## src/fm_mmr_pkg.sv

```systemverilog
/*
 * FM register block shared definitions
 * Widths, global register numbers and the structs that link the stages
 */

package fm_mmr_pkg;

    typedef logic [7:0] reg_addr_t;   // Register number
    typedef logic [7:0] reg_data_t;   // Host data byte
    typedef logic [9:0] timer_a_t;
    typedef logic [7:0] timer_b_t;
    typedef logic [8:0] pcm_t;        // DAC sample
    typedef logic [2:0] ch_t;         // Part, then register bits 1:0
    typedef logic [1:0] op_t;         // 0=S1 1=S3 2=S2 3=S4

    // Global register map
    localparam reg_addr_t reg_testym  = 8'h21;
    localparam reg_addr_t reg_lfo     = 8'h22;
    localparam reg_addr_t reg_clka1   = 8'h24;
    localparam reg_addr_t reg_clka2   = 8'h25;
    localparam reg_addr_t reg_clkb    = 8'h26;
    localparam reg_addr_t reg_timer   = 8'h27;
    localparam reg_addr_t reg_kon     = 8'h28;
    localparam reg_addr_t reg_pcm     = 8'h2A;
    localparam reg_addr_t reg_pcm_en  = 8'h2B;
    localparam reg_addr_t reg_dactest = 8'h2C;

    // One host data write as seen by the execute and result stages
    typedef struct packed {
        logic      strobe;   // Data write in this cycle
        reg_addr_t sel_reg;  // Latched register number
        logic      part;
        reg_data_t data;
    } data_wr_t;

    typedef struct packed {
        timer_a_t value_a;
        timer_b_t value_b;
        logic     load_a;
        logic     load_b;
        logic     enable_irq_a;
        logic     enable_irq_b;
        logic     clr_flag_a;    // One shot
        logic     clr_flag_b;    // One shot
    } timer_cfg_t;

    typedef struct packed {
        logic       csm;
        logic       effect;
        logic       lfo_en;
        logic [2:0] lfo_freq;
        logic       eg_stop;
        logic       pg_stop;
        logic       fast_timers;
    } chip_mode_t;

    typedef struct packed {
        pcm_t sample;
        logic en;
        logic wr;      // One shot
    } pcm_out_t;

    // Update selects for the external channel register file
    typedef struct packed {
        logic       keyon;
        ch_t        ch;
        op_t        op;
        logic [2:0] chreg;   // fnum-low, algorithm, pms
        logic [6:0] opreg;   // dt1, tl, ks_ar, amen_dr, sr, sl_rr, ssgeg
        reg_data_t  data;
    } reg_update_t;

endpackage

```

## src/fm_write_decode.sv

```systemverilog
/*
 * FM register block write decode
 * Latches the register number on address writes, qualifies data writes
 * and runs the busy flag for a fixed number of clock-enable pulses
 */

`timescale 1ns/100ps

module fm_write_decode #(
    parameter int busy_len = 32
) (
    input  logic                  clk,
    input  logic                  rst,
    input  logic                  cen,
    input  fm_mmr_pkg::reg_data_t din,
    input  logic                  write,
    input  logic [1:0]            addr,
    output fm_mmr_pkg::data_wr_t  wr,
    output logic                  busy
);

    // Counter holds 0 .. busy_len-1
    localparam int cnt_w = (busy_len > 1) ? $clog2(busy_len) : 1;
    localparam logic [cnt_w-1:0] cnt_last = cnt_w'(busy_len - 1);

    fm_mmr_pkg::reg_addr_t sel_reg;
    logic                  part;
    logic                  data_wr;
    logic                  data_wr_q;    // Previous qualified write level
    logic                  data_wr_rise;
    logic [cnt_w-1:0]      busy_cnt;

    assign data_wr      = write && addr[0];
    assign data_wr_rise = data_wr && !data_wr_q;

    // Address phase
    always_ff @(posedge clk) begin
        if (rst) begin
            sel_reg <= '0;
            part    <= 1'b0;
        end else if (write && !addr[0]) begin
            sel_reg <= din;
            part    <= addr[1];
        end
    end

    always_ff @(posedge clk) begin
        if (rst) begin
            data_wr_q <= 1'b0;
        end else begin
            data_wr_q <= data_wr;
        end
    end

    // Busy restarts on every new data write
    always_ff @(posedge clk) begin
        if (rst) begin
            busy     <= 1'b0;
            busy_cnt <= '0;
        end else if (data_wr_rise) begin
            busy     <= 1'b1;
            busy_cnt <= '0;
        end else if (cen && busy) begin
            if (busy_cnt == cnt_last) begin
                busy     <= 1'b0;   // busy_len-th pulse
                busy_cnt <= '0;
            end else begin
                busy_cnt <= busy_cnt + 1'b1;
            end
        end
    end

    // Data phase goes straight to the stages that register it
    assign wr.strobe  = data_wr;
    assign wr.sel_reg = sel_reg;
    assign wr.part    = part;
    assign wr.data    = din;

endmodule

```

## src/fm_global_regs.sv

```systemverilog
/*
 * FM register block execute stage
 * Holds the timer, LFO, test, mode and DAC/PCM registers
 */

`timescale 1ns/100ps

module fm_global_regs #(
    parameter bit use_pcm = 1'b1
) (
    input  logic                    clk,
    input  logic                    rst,
    input  logic                    cen,
    input  fm_mmr_pkg::data_wr_t    wr,
    input  logic                    write,
    output fm_mmr_pkg::timer_cfg_t  timer,
    output fm_mmr_pkg::chip_mode_t  mode,
    output fm_mmr_pkg::pcm_out_t    pcm
);

    fm_mmr_pkg::reg_data_t d;
    logic                  idle_cen;

    assign d        = wr.data;
    assign idle_cen = cen && !write;   // Ends the one-shot bits

    always_ff @(posedge clk) begin
        if (rst) begin
            timer <= '0;
            mode  <= '0;
        end else if (wr.strobe) begin
            case (wr.sel_reg)
                fm_mmr_pkg::reg_testym: begin
                    mode.eg_stop     <= d[5];
                    mode.pg_stop     <= d[3];
                    mode.fast_timers <= d[2];
                end
                fm_mmr_pkg::reg_lfo: begin
                    mode.lfo_en   <= d[3];
                    mode.lfo_freq <= d[2:0];
                end
                fm_mmr_pkg::reg_clka1: timer.value_a[9:2] <= d;        // High eight bits
                fm_mmr_pkg::reg_clka2: timer.value_a[1:0] <= d[1:0];   // Low two bits
                fm_mmr_pkg::reg_clkb:  timer.value_b      <= d;
                fm_mmr_pkg::reg_timer: begin
                    mode.effect <= |d[7:6];
                    mode.csm    <= d[7:6] == 2'b10;
                    {timer.clr_flag_b, timer.clr_flag_a,
                     timer.enable_irq_b, timer.enable_irq_a,
                     timer.load_b, timer.load_a} <= d[5:0];
                end
                default: ;
            endcase
        end else if (idle_cen) begin
            timer.clr_flag_a <= 1'b0;
            timer.clr_flag_b <= 1'b0;
        end
    end

    // DAC sample path
    always_ff @(posedge clk) begin
        if (rst) begin
            pcm <= '0;
        end else if (use_pcm) begin
            if (wr.strobe) begin
                case (wr.sel_reg)
                    fm_mmr_pkg::reg_pcm: begin
                        pcm.sample <= {~d[7], d[6:0], 1'b1};   // Offset binary to signed
                    end
                    fm_mmr_pkg::reg_dactest: pcm.sample[0] <= d[3];
                    fm_mmr_pkg::reg_pcm_en:  pcm.en        <= d[7];
                    default: ;
                endcase
                pcm.wr <= wr.sel_reg == fm_mmr_pkg::reg_pcm;
            end else if (idle_cen) begin
                pcm.wr <= 1'b0;
            end
        end
    end

endmodule

```

## src/fm_update_strobes.sv

```systemverilog
/*
 * FM register block result stage
 * Turns each data write into the slot update selects and data byte
 * for the external channel register file
 */

`timescale 1ns/100ps

module fm_update_strobes (
    input  logic                    clk,
    input  logic                    rst,
    input  fm_mmr_pkg::data_wr_t    wr,
    output fm_mmr_pkg::reg_update_t upd
);

    fm_mmr_pkg::reg_addr_t r;

    assign r = wr.sel_reg;

    // Selects are levels, held until the next data write
    always_ff @(posedge clk) begin
        if (rst) begin
            upd <= '0;
        end else if (wr.strobe) begin
            upd.data  <= wr.data;
            upd.ch    <= {wr.part, r[1:0]};
            upd.op    <= r[3:2];
            upd.keyon <= r == fm_mmr_pkg::reg_kon;
            if (r[1:0] == 2'b11) begin
                // No channel lives at offset 3
                upd.chreg <= 3'b000;
                upd.opreg <= 7'h00;
            end else begin
                casez (r)
                    // Channel registers
                    8'hA0, 8'hA1, 8'hA2: begin
                        upd.chreg <= 3'b001;   // fnum low
                        upd.opreg <= 7'h00;
                    end
                    8'hB0, 8'hB1, 8'hB2: begin
                        upd.chreg <= 3'b010;   // FB and algorithm
                        upd.opreg <= 7'h00;
                    end
                    8'hB4, 8'hB5, 8'hB6: begin
                        upd.chreg <= 3'b100;   // pms
                        upd.opreg <= 7'h00;
                    end
                    // Operator registers, one group per bit
                    8'h3?: {upd.chreg, upd.opreg} <= {3'b000, 7'h01};   // dt1
                    8'h4?: {upd.chreg, upd.opreg} <= {3'b000, 7'h02};   // tl
                    8'h5?: {upd.chreg, upd.opreg} <= {3'b000, 7'h04};   // ks_ar
                    8'h6?: {upd.chreg, upd.opreg} <= {3'b000, 7'h08};   // amen_dr
                    8'h7?: {upd.chreg, upd.opreg} <= {3'b000, 7'h10};   // sr
                    8'h8?: {upd.chreg, upd.opreg} <= {3'b000, 7'h20};   // sl_rr
                    8'h9?: {upd.chreg, upd.opreg} <= {3'b000, 7'h40};   // ssgeg
                    default: begin
                        upd.chreg <= 3'b000;
                        upd.opreg <= 7'h00;
                    end
                endcase
            end
        end
    end

endmodule

```

## src/fm_mmr.sv

```systemverilog
/*
 * FM sound chip register block, write side
 * Decode, execute and result stages behind the host bus
 */

`timescale 1ns/100ps

module fm_mmr #(
    parameter bit use_pcm  = 1'b1,
    parameter int busy_len = 32
) (
    input  logic                    clk,
    input  logic                    rst,
    input  logic                    cen,
    input  fm_mmr_pkg::reg_data_t   din,
    input  logic                    write,
    input  logic [1:0]              addr,
    output logic                    busy,
    output fm_mmr_pkg::timer_cfg_t  timer,
    output fm_mmr_pkg::chip_mode_t  mode,
    output fm_mmr_pkg::pcm_out_t    pcm,
    output fm_mmr_pkg::reg_update_t upd
);

    fm_mmr_pkg::data_wr_t wr;

    fm_write_decode #(
        .busy_len (busy_len)
    ) i_decode (
        .clk   (clk),
        .rst   (rst),
        .cen   (cen),
        .din   (din),
        .write (write),
        .addr  (addr),
        .wr    (wr),
        .busy  (busy)
    );

    fm_global_regs #(
        .use_pcm (use_pcm)
    ) i_global (
        .clk   (clk),
        .rst   (rst),
        .cen   (cen),
        .wr    (wr),
        .write (write),
        .timer (timer),
        .mode  (mode),
        .pcm   (pcm)
    );

    fm_update_strobes i_update (
        .clk (clk),
        .rst (rst),
        .wr  (wr),
        .upd (upd)
    );

endmodule

```

## config.mk

```make
export PLATFORM = sky130hd
export DESIGN_NAME = fm_mmr
export DESIGN_NICKNAME = d
export VERILOG_FILES = /design/src/fm_mmr_pkg.sv /design/src/fm_write_decode.sv /design/src/fm_global_regs.sv /design/src/fm_update_strobes.sv /design/src/fm_mmr.sv
export SDC_FILE = /design/constraint.sdc
export NUM_CORES = 1
export LEC_CHECK = 0
export ABC_AREA = 1
export BUFFER_PORTS_ARGS = -buffer_cell sky130_fd_sc_hd__buf_2
export CAP_MARGIN = 40
export CORE_MARGIN = 1
export CORE_UTILIZATION = 35
export CTS_CLUSTER_DIAMETER = 50
export DETAILED_ROUTE_END_ITERATION = 10
export PLACE_DENSITY = 0.65
export SLEW_MARGIN = 20
export SYNTH_ARGS = -nofsm -noshare
export SYNTH_HDL_FRONTEND = slang
export SYNTH_HIERARCHICAL = 1
export SYNTH_SLANG_ARGS = --single-unit
```

## constraint.sdc

```tcl
create_clock -name clk -period 2.1 [get_ports clk]
set_input_delay 0.42 -clock clk [delete_from_list [all_inputs] [get_ports clk]]
set_output_delay 0.42 -clock clk [all_outputs]
set_load 0.1 [all_outputs]
```

==> results.txt, run 1 <==
total CTS buffers - 9
status - finished clean
number of synthesized flops with an enable pin - 0
reg2reg start - i_decode/sel_reg[5]$_SDFFE_PP0P_
# diodes - 0
die height - 102.8 um
initial antenna violation count - 0
Int Power - 2.182 mW
core outline area - 9819 um2
Clock transition at path regs - 90 ps
Area Growth Syn to Fin - 17.02%
DRC - 0
CP startpoint kind - flop
Avg WL per Cell - 13.15 um
Initial Util - 36.23%
Antenna Nets Post-Route - 0
Synth Net Count - 496
largest fanout on the critical path - 27
share of post-route cells with drive strength above 1 - 22.34%
final setup fails - 0
Max IR drop VDD - 0.2643 mV
setup bufs post-CTS - 0
sw frac - 29.96%
Setup Skew - 11.25 ps
top-count cell post-synth - nor2_1
Setup WS pre-CTS - 387.6 ps
Yosys top cell area share - 47.27%
GRT overflow - 0
io pins - 83
first-pass GRT wire length - 13,860 um
Largest regs - i_global/timer (24), i_update/upd (24), i_global/pcm (11)
syn avg cell area - 7.411 um2
sequential power share - 53.2%
worst slew pin tran - 647.2 ps
placed insts - 673
setup repair after global routing missed its margin - false
Hold Path Origin - addr[1]
setup ws final - 448.4 ps
post-cts resize count - 0
H-tree depth - 3
Yosys Warn Count - 6
Clk Latency, worst-skew pair - 360 ps
Max Cap Viol - 0
hold_buf cts - 0
ys flop type - dfxtp_1
Clock Power Share - 33.7%
Post-synth top cells - 104 x nor2_1, 84 x dfxtp_1, 82 x nand2_1, 45 x inv_1, 37 x o21ai_0
P_sw - 933.1 uW
Worst Hold Class - primary input to flop
reg2reg end - i_global/pcm[6]$_SDFFE_PP0P_
worst hold slack - 308.0 ps
number of global-route vias before repair - 2,801
Min-Delay Path Depth - 3
FFs w/ async S/R, synth - 0%
PD cells - 748.3 nW/um2
reg2reg setup slack - 450 ps
Yosys reg bits - 84
Final Hold Violating Endpoints - 0
floorplan row count - 36
CTS tree - done
setup_tns - 0 ps
required time worst endpoint - 2390 ps
final worst path period need - 1652 ps
FF-to-FF path depth - 6
Vias - 3,261
1st-pass router iterations - 5
die area - 10,570 um2
post-DP HPWL - 6327 um
Vias/cell - 4.740
GR Layer Usage met3 - 4.881%
M2 GR Usage - 26.51%
clock root cell - clkbuf_8
Post-Syn Instances - 480
Critical Path End Type - flop
PortBufs - 82
non-filler cells, final - 688
CP Class - flop to flop
Synth area leader - dfxtp_1
Arr. time, crit path - 1940 ps
Logic pwr share - 13.1%
pin count of the biggest net entering global routing - 28
register area share after synthesis - 47.27%
Achievable Freq - 605.5 MHz
clk buf depth - 2
clock net sink count - 84
final period utilization - 78.65%
Max-slew headroom - 56.80%
iteration-0 DRC count of the detailed router - 245
routed wire length - 9046 um
grt peak-use layer - met2
Routability Congestion - 0.8149
GRT met1 Usage - 23.74%
final core utilization - 42.39%
synth top area cells - dfxtp_1 47%, nor2_1 11%, nand2_1 8.7%
end of the worst hold path - i_decode/part$_SDFFE_PP0P_
chip width - 102.8 um
gr usage total - 17.79%
nets - 567
library cells used by synthesis - 29
synthesized cell area - 3557 um2
Slew Viols, Final - 0
leak pwr - 1.936 nW
power by group through the flow:
| stage | registers [mW] | logic, mW | clock network, mW |
|---|---|---|---|
| detailed placement | 1.70 | 0.405 | 0 |
| global route | 1.66 | 0.436 | 1.16 |
| floorplan | 1.85 | 0.178 | 0 |
| CTS | 1.66 | 0.407 | 1.08 |
| finish | 1.66 | 0.408 | 1.05 |
| global placement | 1.69 | 0.400 | 0 |
metrics by stage:
stage	cell area, um2	power [mW]
4_1_cts	4163	3.146
2_1_floorplan	3557	2.024
5_1_grt	4163	3.261
6_report	4163	3.115
3_3_place_gp	3986	2.094
3_5_place_dp	3986	2.101
area by class of cell:
class                   instances  area [um2]
well taps                     133       166.4
multi-input cells             318        1510
inverters                      54       202.7
clock inverters                 4       25.02
flip-flops and latches         84        1682
clock buffers                  11       151.4
fillers                      1057        5657
repair buffers                 84       425.4
worst max-delay path: stages, from the launching register on:
cell,delay (ps)
dfxtp_1,420
nand2_1,160
nor2_8,380
nand3_2,260
inv_2,200
nor2_1,60
nor2_1,90
cells in the final DEF (no fill, tap or decap), types with 3 or more instances in the layout:
master	netlist	layout
inv_2	7	7
a21oi_1	36	36
nand4_1	16	16
nand3_1	19	19
dfxtp_1	84	84
nand2_1	82	82
o21ai_0	37	37
clkbuf_8	0	11
inv_1	45	45
nor2_1	104	104
buf_2	4	82
nand3_2	4	4
nand2_2	3	3
layer usage:
layer,wire [um],vias to the layer above
met3,537,13
met5,0,-
met2,3972,107
met1,4357,1485
met4,179,0
li1,-,1656
cells by family (layout without fill, tap and decap cells):
| logic type | after synthesis | after routing | share of synthesized area [%] |
|---|---|---|---|
| AND/OR/NAND/NOR | 239 | 239 | 30.32 |
| flip-flops | 84 | 84 | 47.27 |
| buffers and inverters | 78 | 153 | 10.27 |
| AO/OA/AOI/OAI | 77 | 77 | 11.43 |
| adder cells (fa/ha/maj) | 2 | 2 | 0.7034 |
worst max-delay path by stage:
stage                                startpoint                              end  slack (ps)
6_report       i_decode/sel_reg[5]$_SDFFE_PP0P_     i_global/pcm[6]$_SDFFE_PP0P_         450
5_1_grt        i_decode/sel_reg[5]$_SDFFE_PP0P_     i_global/pcm[4]$_SDFFE_PP0P_         280
4_1_cts              i_decode/busy$_SDFFE_PP0P_                             busy         440
3_5_place_dp                            addr[0]   i_global/timer[9]$_SDFFE_PP0P_         390
3_3_place_gp                            addr[0]  i_global/timer[11]$_SDFFE_PP0P_         490
2_1_floorplan        i_decode/busy$_SDFFE_PP0P_       i_decode/busy$_SDFFE_PP0P_         500
Power figures use the tool's default switching activity.
==> inputs of run 2 (changes only) <==
- PLACE_DENSITY: 0.65 -> 0.67
- clock period: 2.1 -> 1.5 ns (I/O delays scaled with it)
==> run 2 against run 1 <==
Power increased by 40%. Non-clock buffer count increased by 11. Critical path type is now flop to output port. First-iteration DRC count decreased by 25%. Critical endpoint is now pcm[0]. Flip-flop and latch count unchanged. Cell area increased by 3.1%. Setup slack got worse by 390 ps.
==> results.txt, run 2 (synthesis gave the netlist of run 1 again) <==
Crit path max-delay family - buffers and inverters
buffer and inverter count on the worst path - 1
share of post-route cells with drive strength above 1 - 25.00%
Setup Skew - 12.28 ps
status - finished clean
clock root cell - clkbuf_8
# diodes - 0
Antenna Nets Post-Route - 0
chip width - 102.8 um
required time worst endpoint - 1200 ps
PD cells - 1015 nW/um2
die area - 10,570 um2
Clock transition at path regs - 80 ps
worst hold slack - 186.4 ps
floorplan row count - 36
Max IR drop VDD - 0.3917 mV
Slew Viols, Final - 0
Critical Path End Type - output port
Clk Latency, worst-skew pair - 360 ps
final worst path period need - 1446 ps
Initial Util - 36.23%
final setup fails - 0
Largest regs - i_global/timer (24), i_update/upd (24), i_global/pcm (11)
GRT met1 Usage - 23.03%
most frequent cells in the layout - 104 x nor2_1, 82 x nand2_1, 80 x dfxtp_1, 78 x buf_2, 44 x inv_1
Achievable Freq - 691.6 MHz
leak pwr - 1.989 nW
DRC - 0
Final Hold Violating Endpoints - 0
Avg WL per Cell - 13.14 um
Routability Congestion - 0.8250
GRT overflow - 0
Area Growth Syn to Fin - 20.61%
Critical Path, Cell by Cell - buf_2
PortBufs - 82
hold_buf cts - 0
GR Layer Usage met3 - 5.763%
Layout fillers - 1,046
Pwr Total - 4.356 mW
CP startpoint kind - flop
H-tree depth - 3
worst slew pin tran - 633.7 ps
first-pass GRT wire length - 14,530 um
die height - 102.8 um
Slowest-stage cell, CP - buf_2
1st-pass router iterations - 4
M2 GR Usage - 29.08%
iteration-0 DRC count of the detailed router - 183
nets - 579
setup_tns - 0 ps
Arr. time, crit path - 1150 ps
Max-slew headroom - 57.71%
core outline area - 9819 um2
CP Class - flop to output port
slowest cell delay on critical path - 440 ps
final core utilization - 43.69%
post-DP HPWL - 6420 um
Vias - 3,275
clock net sink count - 84
CTS tree - done
largest fanout on the critical path - 2
grt peak-use layer - met2
commonest non-fill, non-tap cell in the layout - nor2_1
Vias/cell - 4.672
gr usage total - 18.21%
Max Cap Viol - 0
number of global-route vias before repair - 3,003
clk buf depth - 2
routed wire length - 9209 um
final period utilization - 96.40%
io pins - 83
pin count of the biggest net entering global routing - 26
Worst Hold Class - primary input to flop
initial antenna violation count - 0
total CTS buffers - 9
run 2: changes by cell type in the layout (fill, tap and decap cells not counted), sizes merged:
cell      previous run  this run
clkbuf              11        16
nand3               25        26
buf                 84        91
clkinvlp             2         3
clkinv               4         3
run 2: final timing paths:
kind,startpoint,end,slack [ps],cells past startpoint
setup / recovery,i_global/pcm[0]$_SDFFE_PP0P_,pcm[0],50,1
hold / removal,addr[1],i_decode/part$_SDFFE_PP0P_,190,3
setup reg to reg,i_decode/sel_reg[6]$_SDFFE_PP0P_,i_global/timer[1]$_SDFFE_PP0P_,120,8
hold reg to reg,i_update/upd[14]$_SDFFE_PP0P_,i_update/upd[14]$_SDFFE_PP0P_,460,2
run 2: timing repair:
action,in CTS,in global routing
buffers inserted,0,6
resized for setup,0,12
setup endpoints to repair,0,28
run 2: layout make-up:
| class | count | area (um2) | share of cell area (%) |
|---|---|---|---|
| inverter | 54 | 211.5 | 4.929 |
| tap | 133 | 166.4 | 3.879 |
| clock inverter | 4 | 25.02 | 0.5833 |
| timing repair buffer | 95 | 530.5 | 12.37 |
| multi-input combinational | 319 | 1525 | 35.55 |
| clock buffer | 12 | 145.1 | 3.383 |
| sequential | 84 | 1687 | 39.31 |
run 2: layer usage:
metal  part of all wire, %  vias to the layer above  routed length [um]
li1                      -                     1688                   -
met1                    47                     1499                4349
met2                    46                       75                4205
met3                   5.4                       13                 493
met4                   1.7                        0                 160
met5                     0                        -                   0
run 2: metrics by stage:
stage	instance area, um2	std cells	setup slack [ps]
floorplan	3558	480	168.7
global placement	4038	678	52.21
detailed placement	4038	678	-13.67
CTS	4208	694	13.96
global route	4290	701	-2.292
finish	4290	701	54.04
run 2: report_power, final:
group | switching [mW] | internal [mW]
combinational | 0.481 | 0.125
sequential | 0.0428 | 2.28
clock | 0.786 | 0.642
run 2: worst min-delay path: cells and delay by family:
kind                   cells  cell delay, ps
and+or+nand+nor            2             120
buffers and inverters      1              90
